`config.mk`:
```
export PLATFORM = sky130hd
export DESIGN_NAME = gat_layer
export DESIGN_NICKNAME = d
export VERILOG_FILES = /design/src/common/gat_pkg.sv /design/src/rtl/attn_score.sv /design/src/rtl/coef_fifo.sv /design/src/rtl/aggregator.sv /design/src/rtl/gat_layer.sv
export VERILOG_INCLUDE_DIRS = /design/src /design/src/common
export SDC_FILE = /design/constraint.sdc
export NUM_CORES = 2
export LEC_CHECK = 0
export BUFFER_PORTS_ARGS = -buffer_cell sky130_fd_sc_hd__clkbuf_2
export CORE_MARGIN = 2
export CORE_UTILIZATION = 34
export CTS_CLUSTER_SIZE = 28
export DETAILED_ROUTE_END_ITERATION = 16
export GPL_TIMING_DRIVEN = 0
export PLACE_DENSITY = 0.52
export SETUP_SLACK_MARGIN = 0.05
export SYNTH_ARGS = -nofsm -noshare
export SYNTH_HDL_FRONTEND = slang
export SYNTH_SLANG_ARGS = --single-unit
```
`constraint.sdc`:
```
create_clock -name clk -period 7.9 [get_ports clk]
set_input_delay 0.79 -clock clk [delete_from_list [all_inputs] [get_ports clk]]
set_output_delay 0.79 -clock clk [all_outputs]
set_load 0.02 [all_outputs]
```
`src/common/gat_defines.svh`:
```
`ifndef GAT_DEFINES_SVH
`define GAT_DEFINES_SVH

// Features per Wh vector
`define GAT_FEAT_NUM 4

// Signed Wh element and attention weight
`define GAT_DATA_W 8

// Rectified coefficient, unsigned
`define GAT_SCORE_W 20

// Aggregated output feature, signed
`define GAT_ACC_W 32

// Node count, up to 15 nodes per subgraph
`define GAT_NODE_W 4

// Subgraph index, wraps
`define GAT_SG_W 4

// Buffer depth and initial credit count
`define GAT_FIFO_DEPTH 8

`endif

```
`src/common/gat_pkg.sv`:
```
`default_nettype none

`include "gat_defines.svh"

package gat_pkg;

  typedef logic signed [`GAT_DATA_W-1:0] data_t;
  typedef logic signed [`GAT_ACC_W-1:0]  acc_t;
  typedef logic [`GAT_SCORE_W-1:0]       score_t;
  typedef logic [`GAT_NODE_W-1:0]        node_cnt_t;
  typedef logic [`GAT_SG_W-1:0]          sg_idx_t;

  typedef data_t [`GAT_FEAT_NUM-1:0] wh_vec_t;

  // Low half weights the centre node, high half the neighbour
  typedef data_t [2*`GAT_FEAT_NUM-1:0] attn_vec_t;

  typedef struct packed {
    logic    last;
    wh_vec_t wh;
  } node_beat_t;

  typedef struct packed {
    score_t  score;
    wh_vec_t wh;
  } nbr_rec_t;

  localparam int REC_W     = $bits(nbr_rec_t);
  localparam int EOS_PAD_W = REC_W - `GAT_NODE_W - `GAT_SG_W;

  typedef struct packed {
    logic [EOS_PAD_W-1:0] pad;
    node_cnt_t            node_cnt;
    sg_idx_t              sg_idx;
  } end_rec_t;

  // Same buffer word, read as neighbour or end-of-subgraph record
  typedef union packed {
    nbr_rec_t nbr;
    end_rec_t eos;
  } rec_u;

  typedef struct packed {
    logic is_end;
    rec_u rec;
  } fifo_word_t;

  typedef struct packed {
    acc_t [`GAT_FEAT_NUM-1:0] feat;
    node_cnt_t                node_cnt;
    sg_idx_t                  sg_idx;
  } feat_out_t;

endpackage

`default_nettype wire

```
`src/rtl/attn_score.sv`:
```
`timescale 1ns/1ps
`default_nettype none

`include "gat_defines.svh"

module attn_score
  import gat_pkg::*;
(
  input  logic       clk,
  input  logic       rst_n,
  input  attn_vec_t  attn_i,
  input  node_beat_t node_i,
  input  logic       node_vld_i,
  output logic       node_rdy_o,
  input  logic       credit_i,
  output fifo_word_t wr_word_o,
  output logic       wr_en_o
);

  localparam int FEAT_NUM = `GAT_FEAT_NUM;
  localparam int DOT_W    = 2 * `GAT_DATA_W + $clog2(`GAT_FEAT_NUM);
  localparam int SUM_W    = DOT_W + 1;
  localparam int CRED_W   = $clog2(`GAT_FIFO_DEPTH + 1);

  typedef logic signed [DOT_W-1:0] dot_t;
  typedef logic signed [SUM_W-1:0] sum_t;

  logic [CRED_W-1:0] credit_q;
  logic [CRED_W-1:0] credit_take;
  logic              accept;
  logic              first_q;
  logic              s1_vld;
  logic              s1_last;
  wh_vec_t           s1_wh;
  dot_t              s1_ctr;
  dot_t              s1_nbr;
  sum_t              sum;
  score_t            score;
  logic              end_pend;
  node_cnt_t         node_cnt_q;
  sg_idx_t           sg_idx_q;

  function automatic dot_t dot(input wh_vec_t wh, input attn_vec_t attn, input int base);
    dot_t acc;
    acc = '0;
    for (int k = 0; k < FEAT_NUM; k++) begin
      acc = acc + wh[k] * attn[base + k];
    end
    return acc;
  endfunction

  assign accept = node_vld_i && node_rdy_o;

  // A last beat reserves a second slot for its end record
  assign credit_take = !accept ? '0 : (node_i.last ? CRED_W'(2) : CRED_W'(1));

  // Hold off one cycle after a last beat so the end record gets the write slot
  assign node_rdy_o = (credit_q >= CRED_W'(2)) && !(s1_vld && s1_last);

  always_ff @(posedge clk or negedge rst_n) begin
    if (!rst_n) begin
      credit_q <= CRED_W'(`GAT_FIFO_DEPTH);
      first_q  <= 1'b1;
      s1_vld   <= 1'b0;
      s1_last  <= 1'b0;
    end else begin
      credit_q <= credit_q - credit_take + CRED_W'(credit_i);
      s1_vld   <= accept;
      if (accept) begin
        first_q <= node_i.last;
        s1_last <= node_i.last;
      end
    end
  end

  // Stage 1 dot products
  always_ff @(posedge clk) begin
    if (accept) begin
      s1_wh  <= node_i.wh;
      s1_nbr <= dot(node_i.wh, attn_i, FEAT_NUM);
      // Centre term stays until the next subgraph starts
      if (first_q) begin
        s1_ctr <= dot(node_i.wh, attn_i, 0);
      end
    end
  end

  assign sum   = s1_ctr + s1_nbr;
  assign score = sum[SUM_W-1] ? '0 : score_t'(sum);

  always_ff @(posedge clk or negedge rst_n) begin
    if (!rst_n) begin
      wr_en_o    <= 1'b0;
      end_pend   <= 1'b0;
      node_cnt_q <= '0;
      sg_idx_q   <= '0;
    end else if (end_pend) begin
      wr_en_o    <= 1'b1;
      end_pend   <= 1'b0;
      node_cnt_q <= '0;
      sg_idx_q   <= sg_idx_q + 1'b1;
    end else begin
      wr_en_o <= s1_vld;
      if (s1_vld) begin
        end_pend   <= s1_last;
        node_cnt_q <= node_cnt_q + 1'b1;
      end
    end
  end

  always_ff @(posedge clk) begin
    if (end_pend) begin
      wr_word_o.is_end           <= 1'b1;
      wr_word_o.rec.eos.pad      <= '0;
      wr_word_o.rec.eos.node_cnt <= node_cnt_q;
      wr_word_o.rec.eos.sg_idx   <= sg_idx_q;
    end else if (s1_vld) begin
      wr_word_o.is_end        <= 1'b0;
      wr_word_o.rec.nbr.score <= score;
      wr_word_o.rec.nbr.wh    <= s1_wh;
    end
  end

endmodule

`default_nettype wire

```
`src/rtl/coef_fifo.sv`:
```
`timescale 1ns/1ps
`default_nettype none

`include "gat_defines.svh"

module coef_fifo
  import gat_pkg::*;
(
  input  logic       clk,
  input  logic       rst_n,
  input  fifo_word_t wr_word_i,
  input  logic       wr_en_i,
  output fifo_word_t rd_word_o,
  output logic       rd_vld_o,
  input  logic       rd_en_i,
  output logic       credit_o
);

  localparam int DEPTH = `GAT_FIFO_DEPTH;
  localparam int AW    = $clog2(DEPTH);
  localparam int CW    = $clog2(DEPTH + 1);

  fifo_word_t    mem [DEPTH];
  logic [AW-1:0] wr_ptr;
  logic [AW-1:0] rd_ptr;
  logic [CW-1:0] count;
  logic          pop;

  function automatic logic [AW-1:0] ptr_next(input logic [AW-1:0] ptr);
    return (ptr == AW'(DEPTH - 1)) ? '0 : ptr + 1'b1;
  endfunction

  assign rd_vld_o  = (count != '0);
  assign rd_word_o = mem[rd_ptr];
  assign pop       = rd_en_i && rd_vld_o;

  // Writer never exceeds its credits, so no full check here
  always_ff @(posedge clk) begin
    if (wr_en_i) begin
      mem[wr_ptr] <= wr_word_i;
    end
  end

  always_ff @(posedge clk or negedge rst_n) begin
    if (!rst_n) begin
      wr_ptr   <= '0;
      rd_ptr   <= '0;
      count    <= '0;
      credit_o <= 1'b0;
    end else begin
      if (wr_en_i) begin
        wr_ptr <= ptr_next(wr_ptr);
      end
      if (pop) begin
        rd_ptr <= ptr_next(rd_ptr);
      end
      count    <= count + CW'(wr_en_i) - CW'(pop);
      // One credit back per word popped
      credit_o <= pop;
    end
  end

endmodule

`default_nettype wire

```
`src/rtl/aggregator.sv`:
```
`timescale 1ns/1ps
`default_nettype none

`include "gat_defines.svh"

module aggregator
  import gat_pkg::*;
(
  input  logic       clk,
  input  logic       rst_n,
  input  fifo_word_t rd_word_i,
  input  logic       rd_vld_i,
  output logic       rd_en_o,
  output feat_out_t  feat_o,
  output logic       feat_vld_o,
  input  logic       feat_rdy_i
);

  localparam int FEAT_NUM = `GAT_FEAT_NUM;

  acc_t [FEAT_NUM-1:0] acc_q;
  logic                pop_nbr;
  logic                pop_end;
  logic                stall;

  // A result waiting on the output blocks further pops
  assign stall   = feat_vld_o && !feat_rdy_i;
  assign rd_en_o = rd_vld_i && !stall;
  assign pop_nbr = rd_en_o && !rd_word_i.is_end;
  assign pop_end = rd_en_o && rd_word_i.is_end;

  always_ff @(posedge clk or negedge rst_n) begin
    if (!rst_n) begin
      acc_q      <= '0;
      feat_vld_o <= 1'b0;
    end else if (pop_end) begin
      acc_q      <= '0;
      feat_vld_o <= 1'b1;
    end else begin
      if (feat_rdy_i) begin
        feat_vld_o <= 1'b0;
      end
      if (pop_nbr) begin
        for (int k = 0; k < FEAT_NUM; k++) begin
          // Score is unsigned, widen before the signed multiply
          acc_q[k] <= acc_q[k]
                    + $signed({1'b0, rd_word_i.rec.nbr.score}) * rd_word_i.rec.nbr.wh[k];
        end
      end
    end
  end

  always_ff @(posedge clk) begin
    if (pop_end) begin
      feat_o.feat     <= acc_q;
      feat_o.node_cnt <= rd_word_i.rec.eos.node_cnt;
      feat_o.sg_idx   <= rd_word_i.rec.eos.sg_idx;
    end
  end

endmodule

`default_nettype wire

```
`src/rtl/gat_layer.sv`:
```
`timescale 1ns/1ps
`default_nettype none

module gat_layer
  import gat_pkg::*;
(
  input  logic       clk,
  input  logic       rst_n,
  input  attn_vec_t  attn_i,
  input  node_beat_t node_i,
  input  logic       node_vld_i,
  output logic       node_rdy_o,
  output feat_out_t  feat_o,
  output logic       feat_vld_o,
  input  logic       feat_rdy_i
);

  fifo_word_t wr_word;
  logic       wr_en;
  fifo_word_t rd_word;
  logic       rd_vld;
  logic       rd_en;
  logic       credit;

  attn_score u_attn_score (
    .clk        (clk),
    .rst_n      (rst_n),
    .attn_i     (attn_i),
    .node_i     (node_i),
    .node_vld_i (node_vld_i),
    .node_rdy_o (node_rdy_o),
    .credit_i   (credit),
    .wr_word_o  (wr_word),
    .wr_en_o    (wr_en)
  );

  coef_fifo u_coef_fifo (
    .clk       (clk),
    .rst_n     (rst_n),
    .wr_word_i (wr_word),
    .wr_en_i   (wr_en),
    .rd_word_o (rd_word),
    .rd_vld_o  (rd_vld),
    .rd_en_i   (rd_en),
    .credit_o  (credit)
  );

  aggregator u_aggregator (
    .clk        (clk),
    .rst_n      (rst_n),
    .rd_word_i  (rd_word),
    .rd_vld_i   (rd_vld),
    .rd_en_o    (rd_en),
    .feat_o     (feat_o),
    .feat_vld_o (feat_vld_o),
    .feat_rdy_i (feat_rdy_i)
  );

endmodule

`default_nettype wire

```
==> impl_results.html <==
<table>
<tr><th>Metric</th><th>Value</th></tr>
<tr><th colspan="2">STA</th></tr>
<tr><td>Final number of setup-violating endpoints</td><td>18</td></tr>
<tr><td>Max Clk Rate</td><td>0.121 GHz</td></tr>
<tr><td>Sum of negative setup slack</td><td>-2.98 ns</td></tr>
<tr><td>Setup slack after layout</td><td>-0.375 ns</td></tr>
<tr><td>Worst slew margin relative to its limit</td><td>-1.37%</td></tr>
<tr><td>Max Slew Vio Count</td><td>11</td></tr>
<tr><td>Period Utilization, post-route</td><td>105%</td></tr>
<tr><td>Worst Max-Slew Pin Slew</td><td>1.52 ns</td></tr>
<tr><td>Final clock skew</td><td>0.0610 ns</td></tr>
<tr><td>Final Hold Viols</td><td>0</td></tr>
<tr><td>Final worst path period need</td><td>8.28 ns</td></tr>
<tr><td>Setup repair after global routing missed its margin</td><td>yes</td></tr>
<tr><th colspan="2">Yosys</th></tr>
<tr><td>Distinct cells, synth</td><td>92</td></tr>
<tr><td>Syn nets</td><td>8958</td></tr>
<tr><td>Number of cells produced by synthesis</td><td>7260</td></tr>
<tr><td>Flip-flop cell with the highest count after synthesis</td><td>sky130_fd_sc_hd__edfxtp_1</td></tr>
<tr><td>Yosys Warn Count</td><td>0</td></tr>
<tr><td>Cell area after synthesis</td><td>77300 sq um</td></tr>
<tr><td>Number of synthesized flops with an enable pin</td><td>620</td></tr>
<tr><td>Seq cells post-synth</td><td>820</td></tr>
<tr><td>Sequential fraction of the synthesis area</td><td>30.3%</td></tr>
<tr><td>Share of synthesized registers carrying an async set or reset</td><td>19.1%</td></tr>
<tr><td>Average footprint of a synthesized cell</td><td>10.6 sq um</td></tr>
<tr><th colspan="2">Floorplanning</th></tr>
<tr><td>Count of standard-cell rows</td><td>175</td></tr>
<tr><td>Initial standard-cell utilization of the core</td><td>34.1%</td></tr>
<tr><td>Die Ht</td><td>481 um</td></tr>
<tr><td>Width of the die</td><td>481 um</td></tr>
<tr><td>Core footprint</td><td>227000 sq um</td></tr>
<tr><td>Number of primary I/O pins</td><td>239</td></tr>
<tr><td>Overall die area</td><td>231000 sq um</td></tr>
<tr><th colspan="2">Global route</th></tr>
<tr><td>Congestion Overflow GR</td><td>0</td></tr>
<tr><td>Number of antenna violations at the first check in global routing</td><td>15</td></tr>
<tr><td>Vias in the first global route</td><td>56000</td></tr>
<tr><td>Pin count of the biggest net entering global routing</td><td>89</td></tr>
<tr><td>First-pass GRT wire length</td><td>334000 um</td></tr>
<tr><td>Gr usage total</td><td>18.8%</td></tr>
<tr><th colspan="2">Clock network</th></tr>
<tr><td>CTS H-tree lvls</td><td>3</td></tr>
<tr><td>Clock-pin slew on the worst setup and hold paths</td><td>0.07 ns</td></tr>
<tr><td>TritonCTS clock tree</td><td>done</td></tr>
<tr><td>Clock latency of the later-clocked register in the worst-skew pair</td><td>0.74 ns</td></tr>
<tr><td>Root buffer selected by CTS</td><td>sky130_fd_sc_hd__clkbuf_16</td></tr>
<tr><td>Sinks on the clock net</td><td>820</td></tr>
<tr><td>Post-CTS Hold Buffers</td><td>0</td></tr>
<tr><td>TritonCTS Buffers</td><td>88</td></tr>
<tr><td>Maximum count of clock buffers along a single path</td><td>3</td></tr>
<tr><th colspan="2">Placement</th></tr>
<tr><td>HPWL after DPL</td><td>169000 um</td></tr>
<tr><td>Port bufs</td><td>232</td></tr>
<tr><td>Routability congestion estimate from global placement</td><td>0.904</td></tr>
<tr><td>Placed cell area</td><td>83400 sq um</td></tr>
<tr><td>Pre-CTS WS</td><td>-2.98 ns</td></tr>
<tr><th colspan="2">Finish</th></tr>
<tr><td>Most common cell after layout, fill and taps aside</td><td>sky130_fd_sc_hd__inv_1</td></tr>
<tr><td>Layout Area Growth over Synthesis</td><td>20.6%</td></tr>
<tr><td>Net count reported at finish</td><td>9619</td></tr>
<tr><td>Cell area after layout</td><td>93200 sq um</td></tr>
<tr><td>Fraction of final layout cells with drive strength greater than 1</td><td>18.6%</td></tr>
<tr><td>Number of inserted filler cells in the final layout</td><td>21700</td></tr>
<tr><td>Share of the core filled with cells</td><td>41.1%</td></tr>
<tr><td>Most frequent cells in the layout</td><td>sky130_fd_sc_hd__inv_1, sky130_fd_sc_hd__fa_1, sky130_fd_sc_hd__ha_1, sky130_fd_sc_hd__edfxtp_1, sky130_fd_sc_hd__nor2_1</td></tr>
<tr><th colspan="2">Setup path</th></tr>
<tr><td>Data arrival time of the critical path</td><td>8.91 ns</td></tr>
<tr><td>Worst Path Class, Setup</td><td>register to register</td></tr>
<tr><td>Worst path most repeated cell</td><td>sky130_fd_sc_hd__fa_1</td></tr>
<tr><td>Largest fanout on the critical path</td><td>8</td></tr>
<tr><td>Highest cell delay on the worst timing path</td><td>0.55 ns</td></tr>
<tr><td>Cell with the largest stage delay on the worst path</td><td>sky130_fd_sc_hd__fa_1</td></tr>
<tr><td>Startpoint type of the worst setup path</td><td>register</td></tr>
<tr><td>Crit path required time</td><td>8.54 ns</td></tr>
<tr><td>Critical Path Sink Type</td><td>register</td></tr>
<tr><th colspan="2">Outcome</th></tr>
<tr><td>Outcome</td><td>complete, but fails checks</td></tr>
<tr><td>Violations in the final reports</td><td>max-capacitance violations, max-slew violations, negative setup slack</td></tr>
<tr><th colspan="2">Drt</th></tr>
<tr><td>Final routed DRC violation total</td><td>0</td></tr>
<tr><td>DR pass1 iterations</td><td>8</td></tr>
<tr><td>DR WL/cell</td><td>19.6 um</td></tr>
<tr><td>Routed via count</td><td>53400</td></tr>
<tr><td>Routed wire length</td><td>216000 um</td></tr>
<tr><td>Vias per cell</td><td>4.85</td></tr>
<tr><td>Iter 0 DRT Violations</td><td>3069</td></tr>
<tr><td>Routed Antenna Nets</td><td>0</td></tr>
<tr><th colspan="2">Flow run</th></tr>
<tr><td>Number of max-cap violations</td><td>2</td></tr>
<tr><th colspan="2">Hold path</th></tr>
<tr><td>Path type of the worst min-delay path</td><td>primary input to asynchronous set/reset pin</td></tr>
</table>
==> through the flow <==
step / hold WS, ns / std cells
3_3_place_gp: 0.458 / 10500
4_1_cts: 0.0793 / 10900
2_1_floorplan: 0.440 / 7260
3_5_place_dp: 0.468 / 10500
5_1_grt: 0.125 / 11000
6_report: 0.0919 / 11000
==> layer usage <==
| layer | GRT usage (%) | up-vias | share of wire (%) |
|---|---|---|---|
| met5 | 0 | - | 0.013 |
| met4 | 6.43 | 4 | 3.9 |
| met3 | 2.03 | 318 | 4.1 |
| met2 | 32.6 | 1224 | 49 |
| met1 | 24.3 | 26900 | 43 |
| li1 | - | 25000 | - |
==> cell type report <==
| type | instances | area, sq um | share of cell area, % |
|---|---|---|---|
| Sequential cell | 820 | 23400 | 25.1 |
| Tap cell | 3009 | 3760 | 4.04 |
| Clock inverter | 50 | 623 | 0.668 |
| Buffer | 189 | 1950 | 2.09 |
| Clock buffer | 115 | 2430 | 2.60 |
| Timing Repair Buffer | 589 | 5050 | 5.42 |
| Inverter | 1345 | 5060 | 5.43 |
| Multi-Input combinational cell | 4888 | 50900 | 54.6 |
| Antenna cell | 4 | 10.0 | 0.0107 |
==> kinds of logic (layout without fill, tap and decap cells) <==
family	count (synthesis)	in the layout	share of synthesized area, %
buffers and inverters	1552	2288	7.57
DFF	820	820	30.3
xor gates and xnor gates	358	358	4.06
other	0	4	0
adders and majority gates	1597	1597	34.6
AOI/OAI and AO/OA	911	911	7.88
and+or+nand+nor	1826	1826	11.4
muxes	196	196	4.22
==> worst paths after layout <==
check | from | endpoint | slack, ns | cells after the start
worst max-delay path | u_coef_fifo.rd_ptr[0] | u_aggregator.acc_q[95] | -0.38 | 37
worst min-delay path | rst_n | u_aggregator.acc_q[53] | 0.09 | 1
worst max register to register | u_coef_fifo.rd_ptr[0] | u_aggregator.acc_q[95] | -0.38 | 37
worst min register to register | u_attn_score.sg_idx_q[3] | u_attn_score.sg_idx_q[3] | 0.48 | 1
max in group asynchronous | rst_n | u_aggregator.acc_q[21] | 6.75 | 2
min in group clk | node_i[32] | u_attn_score.s1_last | 0.35 | 3
==> state kept, by name (all words and copies together), names as in the netlist, 18 cells and up <==
signal	flops
u_attn_score.s1_wh	32
u_aggregator.acc_q	128
u_attn_score.wr_word_o	51
u_aggregator.feat_o	136
u_attn_score.s1_nbr	18
u_coef_fifo.mem	408
u_attn_score.s1_ctr	18
==> timing repair <==
item | 4_1_cts | 5_1_grt
resized for setup | 520 | 382
pin swaps | 116 | 289
buffers inserted | 200 | 120
gates cloned | 8 | 1
endpoints found under the setup margin | 94 | 59
==> critical path, delay by kind of cell (launching register included) <==
kind | cells | cell delay, ns
buf+inv | 10 | 1.23
fa+ha+maj | 6 | 2.73
flops | 1 | 0.37
compound gates | 12 | 2.08
mux | 2 | 0.72
xor+xnor | 1 | 0.16
simple gates | 6 | 0.84
==> cells in the mapped netlist, types with 23 or more instances <==
cell                       number  share of area (%)
sky130_fd_sc_hd__a211oi_1      31               0.30
sky130_fd_sc_hd__a21o_1       124                1.2
sky130_fd_sc_hd__a21oi_1      229                1.5
sky130_fd_sc_hd__a22o_1        26               0.29
sky130_fd_sc_hd__a31oi_1       23               0.19
sky130_fd_sc_hd__and2_1       352                2.8
sky130_fd_sc_hd__and3_1        28               0.23
sky130_fd_sc_hd__clkbuf_1     178               0.86
sky130_fd_sc_hd__dfrtp_1      155                5.0
sky130_fd_sc_hd__dfxtp_1       43                1.1
sky130_fd_sc_hd__edfxtp_1     620                 24
sky130_fd_sc_hd__fa_1         901                 23
sky130_fd_sc_hd__ha_1         696                 11
sky130_fd_sc_hd__inv_1       1344                6.5
sky130_fd_sc_hd__mux2i_1       77                1.0
sky130_fd_sc_hd__mux4_2       102                3.0
sky130_fd_sc_hd__nand2_1      385                1.9
sky130_fd_sc_hd__nand2b_1      88               0.71
sky130_fd_sc_hd__nand3_1       49               0.32
sky130_fd_sc_hd__nor2_1       621                3.0
sky130_fd_sc_hd__nor2b_1       87               0.70
sky130_fd_sc_hd__nor3_1        66               0.43
sky130_fd_sc_hd__o21a_1        55               0.53
sky130_fd_sc_hd__o21ai_0      197                1.3
sky130_fd_sc_hd__o21bai_1      55               0.53
sky130_fd_sc_hd__o31ai_1       35               0.34
sky130_fd_sc_hd__or2_2         89               0.72
sky130_fd_sc_hd__xnor2_1      251                2.8
sky130_fd_sc_hd__xor2_1       107                1.2
Power is left out: the tool's default activity adds up to more than one toggle a clock period on the data nets, which glitch-free logic cannot reach.
